$ cat src/common/rv_pkg.sv
package rv_pkg;

    localparam int XLEN      = 32;
    localparam int REG_IDX_W = 5;

    // major opcodes handled by the pipeline
    localparam logic [6:0] OPC_OP     = 7'b0110011;
    localparam logic [6:0] OPC_OP_IMM = 7'b0010011;
    localparam logic [6:0] OPC_LUI    = 7'b0110111;

    // funct7 value selecting SUB and SRA/SRAI
    localparam logic [6:0] F7_ALT     = 7'b0100000;

    typedef struct packed {
        logic [6:0]           funct7;
        logic [REG_IDX_W-1:0] rs2;
        logic [REG_IDX_W-1:0] rs1;
        logic [2:0]           funct3;
        logic [REG_IDX_W-1:0] rd;
        logic [6:0]           opcode;
    } r_fmt_t;

    typedef struct packed {
        logic [11:0]          imm12;
        logic [REG_IDX_W-1:0] rs1;
        logic [2:0]           funct3;
        logic [REG_IDX_W-1:0] rd;
        logic [6:0]           opcode;
    } i_fmt_t;

    typedef struct packed {
        logic [19:0]          imm20;
        logic [REG_IDX_W-1:0] rd;
        logic [6:0]           opcode;
    } u_fmt_t;

    // one instruction word, read in whichever format the opcode implies
    typedef union packed {
        r_fmt_t r;
        i_fmt_t i;
        u_fmt_t u;
    } instr_u;

    typedef enum logic [3:0] {
        ALU_ADD,
        ALU_SUB,
        ALU_AND,
        ALU_OR,
        ALU_XOR,
        ALU_SLL,
        ALU_SRL,
        ALU_SRA,
        ALU_SLT,
        ALU_SLTU,
        ALU_PASS_B
    } alu_op_e;

    typedef struct packed {
        logic                 valid;
        alu_op_e              op;
        logic [REG_IDX_W-1:0] rd;
        logic [REG_IDX_W-1:0] rs1;
        logic [REG_IDX_W-1:0] rs2;
        logic [XLEN-1:0]      imm;
        logic                 use_imm;
        logic                 writes_rd;
        logic                 illegal;
    } dec_t;

    // decoded record lined up with the register file read data
    typedef struct packed {
        logic                 valid;
        alu_op_e              op;
        logic [REG_IDX_W-1:0] rd;
        logic [REG_IDX_W-1:0] rs1;
        logic [REG_IDX_W-1:0] rs2;
        logic [XLEN-1:0]      imm;
        logic                 use_imm;
        logic                 writes_rd;
        logic                 illegal;
        logic [XLEN-1:0]      operand_a;
        logic [XLEN-1:0]      operand_b;
    } rd_t;

    typedef struct packed {
        logic                 valid;
        logic [REG_IDX_W-1:0] rd;
        logic [XLEN-1:0]      value;
        logic                 write;
        logic                 illegal;
    } res_t;

endpackage

$ cat src/rtl/rv_decode.sv
`timescale 1ns/1ps

module rv_decode
#(
    parameter int REG_COUNT = 32
)
(
    input  logic           i_clk,
    input  logic           i_rst_n,
    input  logic           i_instr_valid,
    input  rv_pkg::instr_u i_instr,
    output rv_pkg::dec_t   o_dec
);

    import rv_pkg::*;

    dec_t       dec_c;
    dec_t       dec_q;
    logic [6:0] opcode;
    logic [6:0] shift_f7;
    logic       use_rs1;
    logic       use_rs2;
    logic       bad_enc;
    logic       bad_idx;

    // funct3 meaning is shared by the register and immediate forms
    function automatic alu_op_e f3_op(input logic [2:0] f3, input logic alt);
        alu_op_e op;
        case (f3)
            3'b000:  op = alt ? ALU_SUB : ALU_ADD;
            3'b001:  op = ALU_SLL;
            3'b010:  op = ALU_SLT;
            3'b011:  op = ALU_SLTU;
            3'b100:  op = ALU_XOR;
            3'b101:  op = alt ? ALU_SRA : ALU_SRL;
            3'b110:  op = ALU_OR;
            default: op = ALU_AND;
        endcase
        return op;
    endfunction

    function automatic logic out_of_range(input logic [REG_IDX_W-1:0] idx);
        return int'(idx) >= REG_COUNT;
    endfunction

    assign opcode   = i_instr.r.opcode;
    assign shift_f7 = i_instr.i.imm12[11:5];

    always_comb
    begin
        dec_c       = '0;
        use_rs1     = 1'b0;
        use_rs2     = 1'b0;
        bad_enc     = 1'b0;
        dec_c.valid = i_instr_valid;
        dec_c.op    = ALU_ADD;
        dec_c.rd    = i_instr.r.rd;
        case (opcode)
            OPC_OP:
            begin
                use_rs1  = 1'b1;
                use_rs2  = 1'b1;
                dec_c.op = f3_op(i_instr.r.funct3, i_instr.r.funct7 == F7_ALT);
                if (i_instr.r.funct7 == F7_ALT)
                    bad_enc = !(i_instr.r.funct3 inside {3'b000, 3'b101});
                else
                    bad_enc = (i_instr.r.funct7 != 7'b0);
            end
            OPC_OP_IMM:
            begin
                use_rs1       = 1'b1;
                dec_c.use_imm = 1'b1;
                dec_c.imm     = {{(XLEN-12){i_instr.i.imm12[11]}}, i_instr.i.imm12};
                // only shifts use the upper immediate bits as funct7
                dec_c.op = f3_op(i_instr.i.funct3,
                                 i_instr.i.funct3 == 3'b101 && shift_f7 == F7_ALT);
                if (i_instr.i.funct3 == 3'b001)
                    bad_enc = (shift_f7 != 7'b0);
                else if (i_instr.i.funct3 == 3'b101)
                    bad_enc = (shift_f7 != 7'b0) && (shift_f7 != F7_ALT);
            end
            OPC_LUI:
            begin
                dec_c.op      = ALU_PASS_B;
                dec_c.use_imm = 1'b1;
                dec_c.imm     = {i_instr.u.imm20, 12'b0};
            end
            default:
                bad_enc = 1'b1;
        endcase

        bad_idx = out_of_range(i_instr.r.rd)
                | (use_rs1 & out_of_range(i_instr.r.rs1))
                | (use_rs2 & out_of_range(i_instr.r.rs2));

        dec_c.illegal   = bad_enc | bad_idx;
        dec_c.writes_rd = !dec_c.illegal && (dec_c.rd != '0);
        // unused or illegal source fields stay zero so nothing forwards on them
        if (!dec_c.illegal)
        begin
            dec_c.rs1 = use_rs1 ? i_instr.r.rs1 : '0;
            dec_c.rs2 = use_rs2 ? i_instr.r.rs2 : '0;
        end
    end

    always_ff @(posedge i_clk)
    begin
        dec_q <= dec_c;
        if (!i_rst_n)
            dec_q.valid <= 1'b0;
    end

    assign o_dec = dec_q;

endmodule

$ cat src/rv_regs/rv_regs.sv
`timescale 1ns/1ps

module rv_regs
#(
    parameter int REG_COUNT = 32
)
(
    input  logic                         i_clk,
    input  logic                         i_rst_n,
    input  logic                         i_read_enable,
    input  logic [rv_pkg::REG_IDX_W-1:0] i_rs1,
    input  logic [rv_pkg::REG_IDX_W-1:0] i_rs2,
    input  logic [rv_pkg::REG_IDX_W-1:0] i_rd,
    input  logic                         i_write,
    input  logic [rv_pkg::XLEN-1:0]      i_data,
    output logic [rv_pkg::XLEN-1:0]      o_data1,
    output logic [rv_pkg::XLEN-1:0]      o_data2
);

    import rv_pkg::*;

    logic [XLEN-1:0]      reg_data [REG_COUNT];
    logic [XLEN-1:0]      rdata1;
    logic [XLEN-1:0]      rdata2;
    logic [REG_IDX_W-1:0] rs1_q;
    logic [REG_IDX_W-1:0] rs2_q;
    logic                 wr_en;

    // no writes while reset is held
    assign wr_en = i_rst_n & i_write;

    always_ff @(posedge i_clk)
    begin
        if (wr_en)
            reg_data[i_rd] <= i_data;
    end

    // read sees the array before a write on the same edge
    always_ff @(posedge i_clk)
    begin
        if (i_read_enable)
        begin
            rdata1 <= reg_data[i_rs1];
            rdata2 <= reg_data[i_rs2];
            rs1_q  <= i_rs1;
            rs2_q  <= i_rs2;
        end
    end

    // x0 is never stored, index 0 reads as zero
    assign o_data1 = (|rs1_q) ? rdata1 : '0;
    assign o_data2 = (|rs2_q) ? rdata2 : '0;

    // decode must have rejected any index outside the file
    a_write_in_range : assert property (
        @(posedge i_clk) disable iff (!i_rst_n)
        i_write |-> (int'(i_rd) < REG_COUNT)
    );

    // a read enable only comes from a decoded instruction with in-range sources
    a_read_in_range : assert property (
        @(posedge i_clk) disable iff (!i_rst_n)
        i_read_enable |-> (int'(i_rs1) < REG_COUNT) && (int'(i_rs2) < REG_COUNT)
    );

endmodule

$ cat src/rtl/rv_execute.sv
`timescale 1ns/1ps

module rv_execute
(
    input  logic                    i_clk,
    input  logic                    i_rst_n,
    input  rv_pkg::dec_t            i_dec,
    input  logic [rv_pkg::XLEN-1:0] i_data1,
    input  logic [rv_pkg::XLEN-1:0] i_data2,
    output rv_pkg::res_t            o_res
);

    import rv_pkg::*;

    dec_t                 dec_q;
    rd_t                  rd_s;
    res_t                 res_q;
    logic                 ret_valid;
    logic [REG_IDX_W-1:0] ret_rd;
    logic [XLEN-1:0]      ret_value;
    logic [XLEN-1:0]      op_a;
    logic [XLEN-1:0]      fwd_b;
    logic [XLEN-1:0]      op_b;
    logic [XLEN-1:0]      alu_out;

    // nearer producer first, then the write that retired last
    function automatic logic [XLEN-1:0] fwd(
        input logic [REG_IDX_W-1:0] idx,
        input logic [XLEN-1:0]      raw
    );
        if (res_q.write && res_q.rd == idx)
            return res_q.value;
        else if (ret_valid && ret_rd == idx)
            return ret_value;
        else
            return raw;
    endfunction

    // one cycle of delay lines the record up with the file read data
    always_ff @(posedge i_clk)
    begin
        dec_q <= i_dec;
        if (!i_rst_n)
            dec_q.valid <= 1'b0;
    end

    always_comb
    begin
        rd_s.valid     = dec_q.valid;
        rd_s.op        = dec_q.op;
        rd_s.rd        = dec_q.rd;
        rd_s.rs1       = dec_q.rs1;
        rd_s.rs2       = dec_q.rs2;
        rd_s.imm       = dec_q.imm;
        rd_s.use_imm   = dec_q.use_imm;
        rd_s.writes_rd = dec_q.writes_rd;
        rd_s.illegal   = dec_q.illegal;
        rd_s.operand_a = i_data1;
        rd_s.operand_b = i_data2;
    end

    // write flag is never set for x0, so rs of 0 keeps the zero read
    assign op_a  = fwd(rd_s.rs1, rd_s.operand_a);
    assign fwd_b = fwd(rd_s.rs2, rd_s.operand_b);
    assign op_b  = rd_s.use_imm ? rd_s.imm : fwd_b;

    always_comb
    begin
        case (rd_s.op)
            ALU_ADD:    alu_out = op_a + op_b;
            ALU_SUB:    alu_out = op_a - op_b;
            ALU_AND:    alu_out = op_a & op_b;
            ALU_OR:     alu_out = op_a | op_b;
            ALU_XOR:    alu_out = op_a ^ op_b;
            ALU_SLL:    alu_out = op_a << op_b[4:0];
            ALU_SRL:    alu_out = op_a >> op_b[4:0];
            ALU_SRA:    alu_out = $signed(op_a) >>> op_b[4:0];
            ALU_SLT:    alu_out = XLEN'($signed(op_a) < $signed(op_b));
            ALU_SLTU:   alu_out = XLEN'(op_a < op_b);
            ALU_PASS_B: alu_out = op_b;
            default:    alu_out = '0;
        endcase
    end

    always_ff @(posedge i_clk)
    begin
        res_q.valid   <= rd_s.valid;
        res_q.rd      <= rd_s.rd;
        res_q.value   <= alu_out;
        res_q.illegal <= rd_s.illegal;
        res_q.write   <= rd_s.valid && rd_s.writes_rd;
        if (!i_rst_n)
        begin
            res_q.valid <= 1'b0;
            res_q.write <= 1'b0;
        end
    end

    // copy of the write the register file takes on this edge
    always_ff @(posedge i_clk)
    begin
        if (!i_rst_n)
            ret_valid <= 1'b0;
        else
            ret_valid <= res_q.write;
        if (res_q.write)
        begin
            ret_rd    <= res_q.rd;
            ret_value <= res_q.value;
        end
    end

    assign o_res = res_q;

    // decode never marks an illegal instruction as writing its destination
    a_illegal_no_write : assert property (
        @(posedge i_clk) disable iff (!i_rst_n)
        (res_q.valid && res_q.illegal) |-> !res_q.write
    );

endmodule

$ cat src/rtl/rv_core.sv
`timescale 1ns/1ps

module rv_core
#(
    parameter int REG_COUNT = 32
)
(
    input  logic                         i_clk,
    input  logic                         i_rst_n,
    input  logic                         i_instr_valid,
    input  logic [31:0]                  i_instr,
    output logic                         o_result_valid,
    output logic [rv_pkg::REG_IDX_W-1:0] o_result_rd,
    output logic [rv_pkg::XLEN-1:0]      o_result_value,
    output logic                         o_result_illegal
);

    import rv_pkg::*;

    dec_t            dec;
    res_t            res;
    logic [XLEN-1:0] rdata1;
    logic [XLEN-1:0] rdata2;

    rv_decode
    #(
        .REG_COUNT      (REG_COUNT)
    )
    u_decode
    (
        .i_clk          (i_clk),
        .i_rst_n        (i_rst_n),
        .i_instr_valid  (i_instr_valid),
        .i_instr        (i_instr),
        .o_dec          (dec)
    );

    // reads launch with the decoded strobe, writes come back from retire
    rv_regs
    #(
        .REG_COUNT      (REG_COUNT)
    )
    u_regs
    (
        .i_clk          (i_clk),
        .i_rst_n        (i_rst_n),
        .i_read_enable  (dec.valid),
        .i_rs1          (dec.rs1),
        .i_rs2          (dec.rs2),
        .i_rd           (res.rd),
        .i_write        (res.write),
        .i_data         (res.value),
        .o_data1        (rdata1),
        .o_data2        (rdata2)
    );

    rv_execute u_execute
    (
        .i_clk          (i_clk),
        .i_rst_n        (i_rst_n),
        .i_dec          (dec),
        .i_data1        (rdata1),
        .i_data2        (rdata2),
        .o_res          (res)
    );

    assign o_result_valid   = res.valid;
    assign o_result_rd      = res.rd;
    assign o_result_value   = res.value;
    assign o_result_illegal = res.illegal;

endmodule

$ cat config.mk
export PLATFORM = sky130hd
export DESIGN_NAME = rv_core
export DESIGN_NICKNAME = d
export VERILOG_FILES = /design/src/common/rv_pkg.sv /design/src/rtl/rv_decode.sv /design/src/rv_regs/rv_regs.sv /design/src/rtl/rv_execute.sv /design/src/rtl/rv_core.sv
export SDC_FILE = /design/constraint.sdc
export NUM_CORES = 2
export LEC_CHECK = 0
export BUFFER_PORTS_ARGS = -buffer_cell sky130_fd_sc_hd__buf_4
export CELL_PAD_IN_SITES_DETAIL_PLACEMENT = 2
export CELL_PAD_IN_SITES_GLOBAL_PLACEMENT = 2
export CORE_MARGIN = 2
export CORE_UTILIZATION = 45
export DETAILED_ROUTE_END_ITERATION = 16
export PLACE_DENSITY_LB_ADDON = 0.08
export SLEW_MARGIN = 25
export SYNTH_ARGS = -nofsm -noshare
export SYNTH_HDL_FRONTEND = slang
export SYNTH_HIERARCHICAL = 1
export SYNTH_SLANG_ARGS = --single-unit
$ cat constraint.sdc
create_clock -name i_clk -period 8.4 [get_ports i_clk]
set_input_delay 1.68 -clock i_clk [delete_from_list [all_inputs] [get_ports i_clk]]
set_output_delay 1.68 -clock i_clk [all_outputs]
set_load 0.005 [all_outputs]
==> run_results.csv <==
group,metric,value,unit
clock_network,post_cts_buffers,0,
critical_path,endpoint,"u_execute/o_res[30]",
floorplanning,fp.dieW,390,um
synth,avgSynthCellArea,12.3,um^2
finish,multi_input_area,27600,um^2
synth,yosysSeqAreaShare,55.5,%
synth,synth_area_leaders,"edfxtp_1, mux2i_1, dfxtp_1",
clock_network,cts_root_buf,"clkbuf_16",
critical_path,cp_data_required_time,9.07,ns
clock_network,clock_latency,0.80,ns
finish,fin_cells,7456,
clock_network,cts_buffers,145,
critical_path,slowest_delay,0.85,ns
critical_path,critPathMaxFanout,20,
synth,yosysWarnings,6,
finish,fillers,14197,
global_route,grt_antenna_before_repair,13,
sta,final.setup_skew,0.0520,ns
outcome,status,"completed",
floorplanning,io_pins,74,
sta,hold_viol,0,
detailed_routing,post_drt_via_cell_ratio,6.79,
critical_path,r2r_cells,20,
pwr,power_density,192,nW/um^2
min_path,min_path_type,"flop to flop",
sta,worstMarginPinSlew,1.15,ns
synth,netlist_instances,5427,
global_route,grt_pass1_wl,398,mm
flow_run,drv_cap,0,
floorplanning,die-area,152000,um^2
clock_network,cts_tree,"yes",
sta,relSlewSlack,22.9,%
synth,netlist_area,66900,um^2
global_route,grt_pass1_vias,53508,
clock_network,path_clk_slew,0.06,ns
detailed_routing,postRouteAntennaNets,0,
floorplanning,die_h,390,um
finish,seqCellArea,37100,um^2
finish,nets,5550,
critical_path,crit_buf_inv,2,
pwr,leakage,23.3,nW
sta,finalMaxSlewViolations,0,
floorplanning,start_util,45.3,%
critical_path,rr_startpoint,"u_execute/ret_rd[4]",
critical_path,rr_endpoint,"u_execute/o_res[30]",
detailed_routing,vias,50633,
sta,period_share,82.4,%
finish,area_growth,10.8,%
detailed_routing,avgRoutedWirePerCell,37.9,um
synth,yosysUniqueCellTypes,104,
synth,synth-async-reset-ratio,0,%
critical_path,crit_type,"flop to flop",
floorplanning,placementRows,141,
critical_path,critical_path.endpoint_type,"flop",
detailed_routing,first_pass_iters,5,
critical_path,cp.depth,20,
critical_path,crit_family,"compound AO/OA/AOI/OAI gates",
synth,synth_top_cell_by_area,"edfxtp_1",
critical_path,cp-start-kind,"flop",
sta,max_freq,0.144,GHz
clock_network,cts_buffer_depth,3,
synth,synthesis.nets,5565,
critical_path,worstPathArrival,7.59,ns
clock_network,htree_num_levels,4,
floorplanning,core,148000,um^2
finish,drive_gt1_share,10.4,%
placed_design,io_buffers,73,
sta,rsz0062_at_grt,"no",
placed_design,dp_hpwl,172,mm
synth,synth-seq-cells,1286,
placed_design,gp_congestion,0.963,
synth,synth_edf_count,1135,
critical_path,r2r_slack,1.48,ns
critical_path,critPathLaunch,"u_execute/ret_rd[4]",
synth,synth_top_area_share,51.0,%
detailed_routing,drt-initial-drc-count,4898,
sta,finalSetupViolations,0,
global_route,gr-total-overflow,0,
global_route,grt_max_degree,129,
clock_network,cts_hold_buffers,0,
global_route,grt_usage,36.4,%
pwr,ir_worst_vdd,0.176,mV
clock_network,post_cts_resized,0,
placed_design,dp.cells,7195,
sta,tns,0,ns
clock_network,clkSinkCount,1286,
sta,min_period,6.92,ns
critical_path,worstPathCellList,"xnor2_1, nand4_1, nor2_4, buf_4, mux2i_1, a211oi_1, a21oi_1, inv_1, ha_1, nor2b_1, a2111oi_0, a2111o_1, nand3_1, o31ai_1, o211ai_1, a21oi_1, nor2_1, a22oi_1, nor2_1, or4_1",
detailed_routing,wl,283,mm
synth,synth_flop_cell,"edfxtp_1",
critical_path,slowest_stage,"nor2_4",
detailed_routing,drc,0,
## synthesized netlist by cell type, types with 75 or more instances
cell type and instances:
mux2i_1 1151, edfxtp_1 1135, a21oi_1 368, nand2_1 280, nand3_1 247, a22oi_1 211, nor2_1 193, clkbuf_1 171
dfxtp_1 151, a22o_1 130, nor3_1 130, o21ai_0 107, ha_1 101, buf_2 99, inv_1 92, a31oi_1 90
nor2b_1 75
## per-layer routing
layer,up-vias,GRT usage (%),wire (um)
li1,20955,-,-
met1,26809,47.5,116000
met2,2225,60.2,135000
met3,636,5.71,19200
met4,8,15.9,13000
met5,-,0,48
## placed cells by master, fill, tap and decap left out, types with 14 or more instances in the layout
cell,instances
a211oi_1,50
a21o_1,46
a21oi_1,368
a221oi_1,22
a22o_1,130
a22oi_1,211
a31oi_1,88
and2_1,39
and3_1,14
buf_12,14
buf_4,221
clkbuf_1,41
clkbuf_16,148
clkinv_1,22
dfxtp_1,146
edfxtp_1,1135
ha_1,101
inv_1,91
mux2_2,32
mux2i_1,1151
nand2_1,276
nand2b_1,17
nand3_1,247
nor2_1,156
nor2_4,38
nor2b_1,72
nor3_1,127
o211ai_1,24
o21ai_0,107
o21bai_1,17
o221ai_1,29
xnor2_1,31
## through the flow
step	worst slack, ns	hold slack (ns)	util (%)	total power [mW]	instance area (um^2)
3_5_place_dp	1.77	0.314	47.0	8.00	69500
5_1_grt	1.01	0.329	50.2	14.5	74100
2_1_floorplan	2.53	0.310	-	7.62	66900
4_1_cts	1.61	0.326	50.2	14.3	74100
3_3_place_gp	1.80	0.311	47.0	7.98	69400
6_report	1.48	0.323	50.2	14.2	74100
## registers in the layout, summed over array words and instances (netlist names)
| name | flops |
|---|---|
| u_regs/reg_data | 1024 |
| u_decode/o_dec | 55 |
| u_execute/dec_q | 55 |
| u_execute/o_res | 40 |
| u_execute/ret_value | 32 |
| u_regs/rdata1 | 32 |
| u_regs/rdata2 | 32 |
| u_execute/ret_rd | 5 |
| u_regs/rs1_q | 5 |
| u_regs/rs2_q | 5 |
| u_execute/ret_valid | 1 |
## worst reg2reg max path, cell delays in order (launching register included)
cell	delay (ns)
edfxtp_1	0.45
xnor2_1	0.28
nand4_1	0.36
nor2_4	0.85
buf_4	0.34
mux2i_1	0.20
a211oi_1	0.10
a21oi_1	0.32
inv_1	0.08
ha_1	0.60
nor2b_1	0.15
a2111oi_0	0.49
a2111o_1	0.26
nand3_1	0.07
o31ai_1	0.75
o211ai_1	0.35
a21oi_1	0.29
nor2_1	0.08
a22oi_1	0.20
nor2_1	0.05
or4_1	0.52
## where the power goes
group	total, mW	switching, mW	internal [mW]
sequential	7.12	0.0366	7.09
combinational	0.764	0.561	0.203
clock	6.34	2.79	3.55
total	14.2	3.39	10.8
## area by class of cell
| cell class | instances | share of cell area [%] |
|---|---|---|
| clock inverters | 62 | 0.893 |
| repair buffers | 235 | 2.62 |
| diodes | 3 | 0.0101 |
| flip-flops and latches | 1286 | 50.1 |
| clock buffers | 196 | 5.34 |
| inverters | 96 | 0.490 |
| multi-input cells | 3648 | 37.3 |
| well taps | 1930 | 3.26 |
## cell families (layout without fill, tap and decap cells)
family / after synthesis / count (layout) / share of synthesized area, %
buffers and inverters: 493 / 589 / 3.80
AO/OA/AOI/OAI: 1251 / 1251 / 12.8
XOR/XNOR: 34 / 34 / 0.445
adder cells (fa/ha/maj): 103 / 103 / 1.95
other: 0 / 3 / 0
flip-flops: 1286 / 1286 / 55.5
AND/OR/NAND/NOR: 1074 / 1074 / 7.70
multiplexers: 1186 / 1186 / 17.8
## worst min-delay path by stage
stage / start / depth (start not counted) / end / slack [ns]
4_1_cts: u_decode/o_dec[11] / 0 / u_execute/dec_q[11] / 0.33
2_1_floorplan: u_decode/o_dec[0] / 0 / u_execute/dec_q[0] / 0.31
5_1_grt: u_decode/o_dec[17] / 0 / u_execute/dec_q[17] / 0.33
6_report: u_decode/o_dec[17] / 0 / u_execute/dec_q[17] / 0.32
3_3_place_gp: u_decode/o_dec[2] / 0 / u_execute/dec_q[2] / 0.31
3_5_place_dp: u_decode/o_dec[11] / 0 / u_execute/dec_q[11] / 0.31
Power figures use the tool's default switching activity.
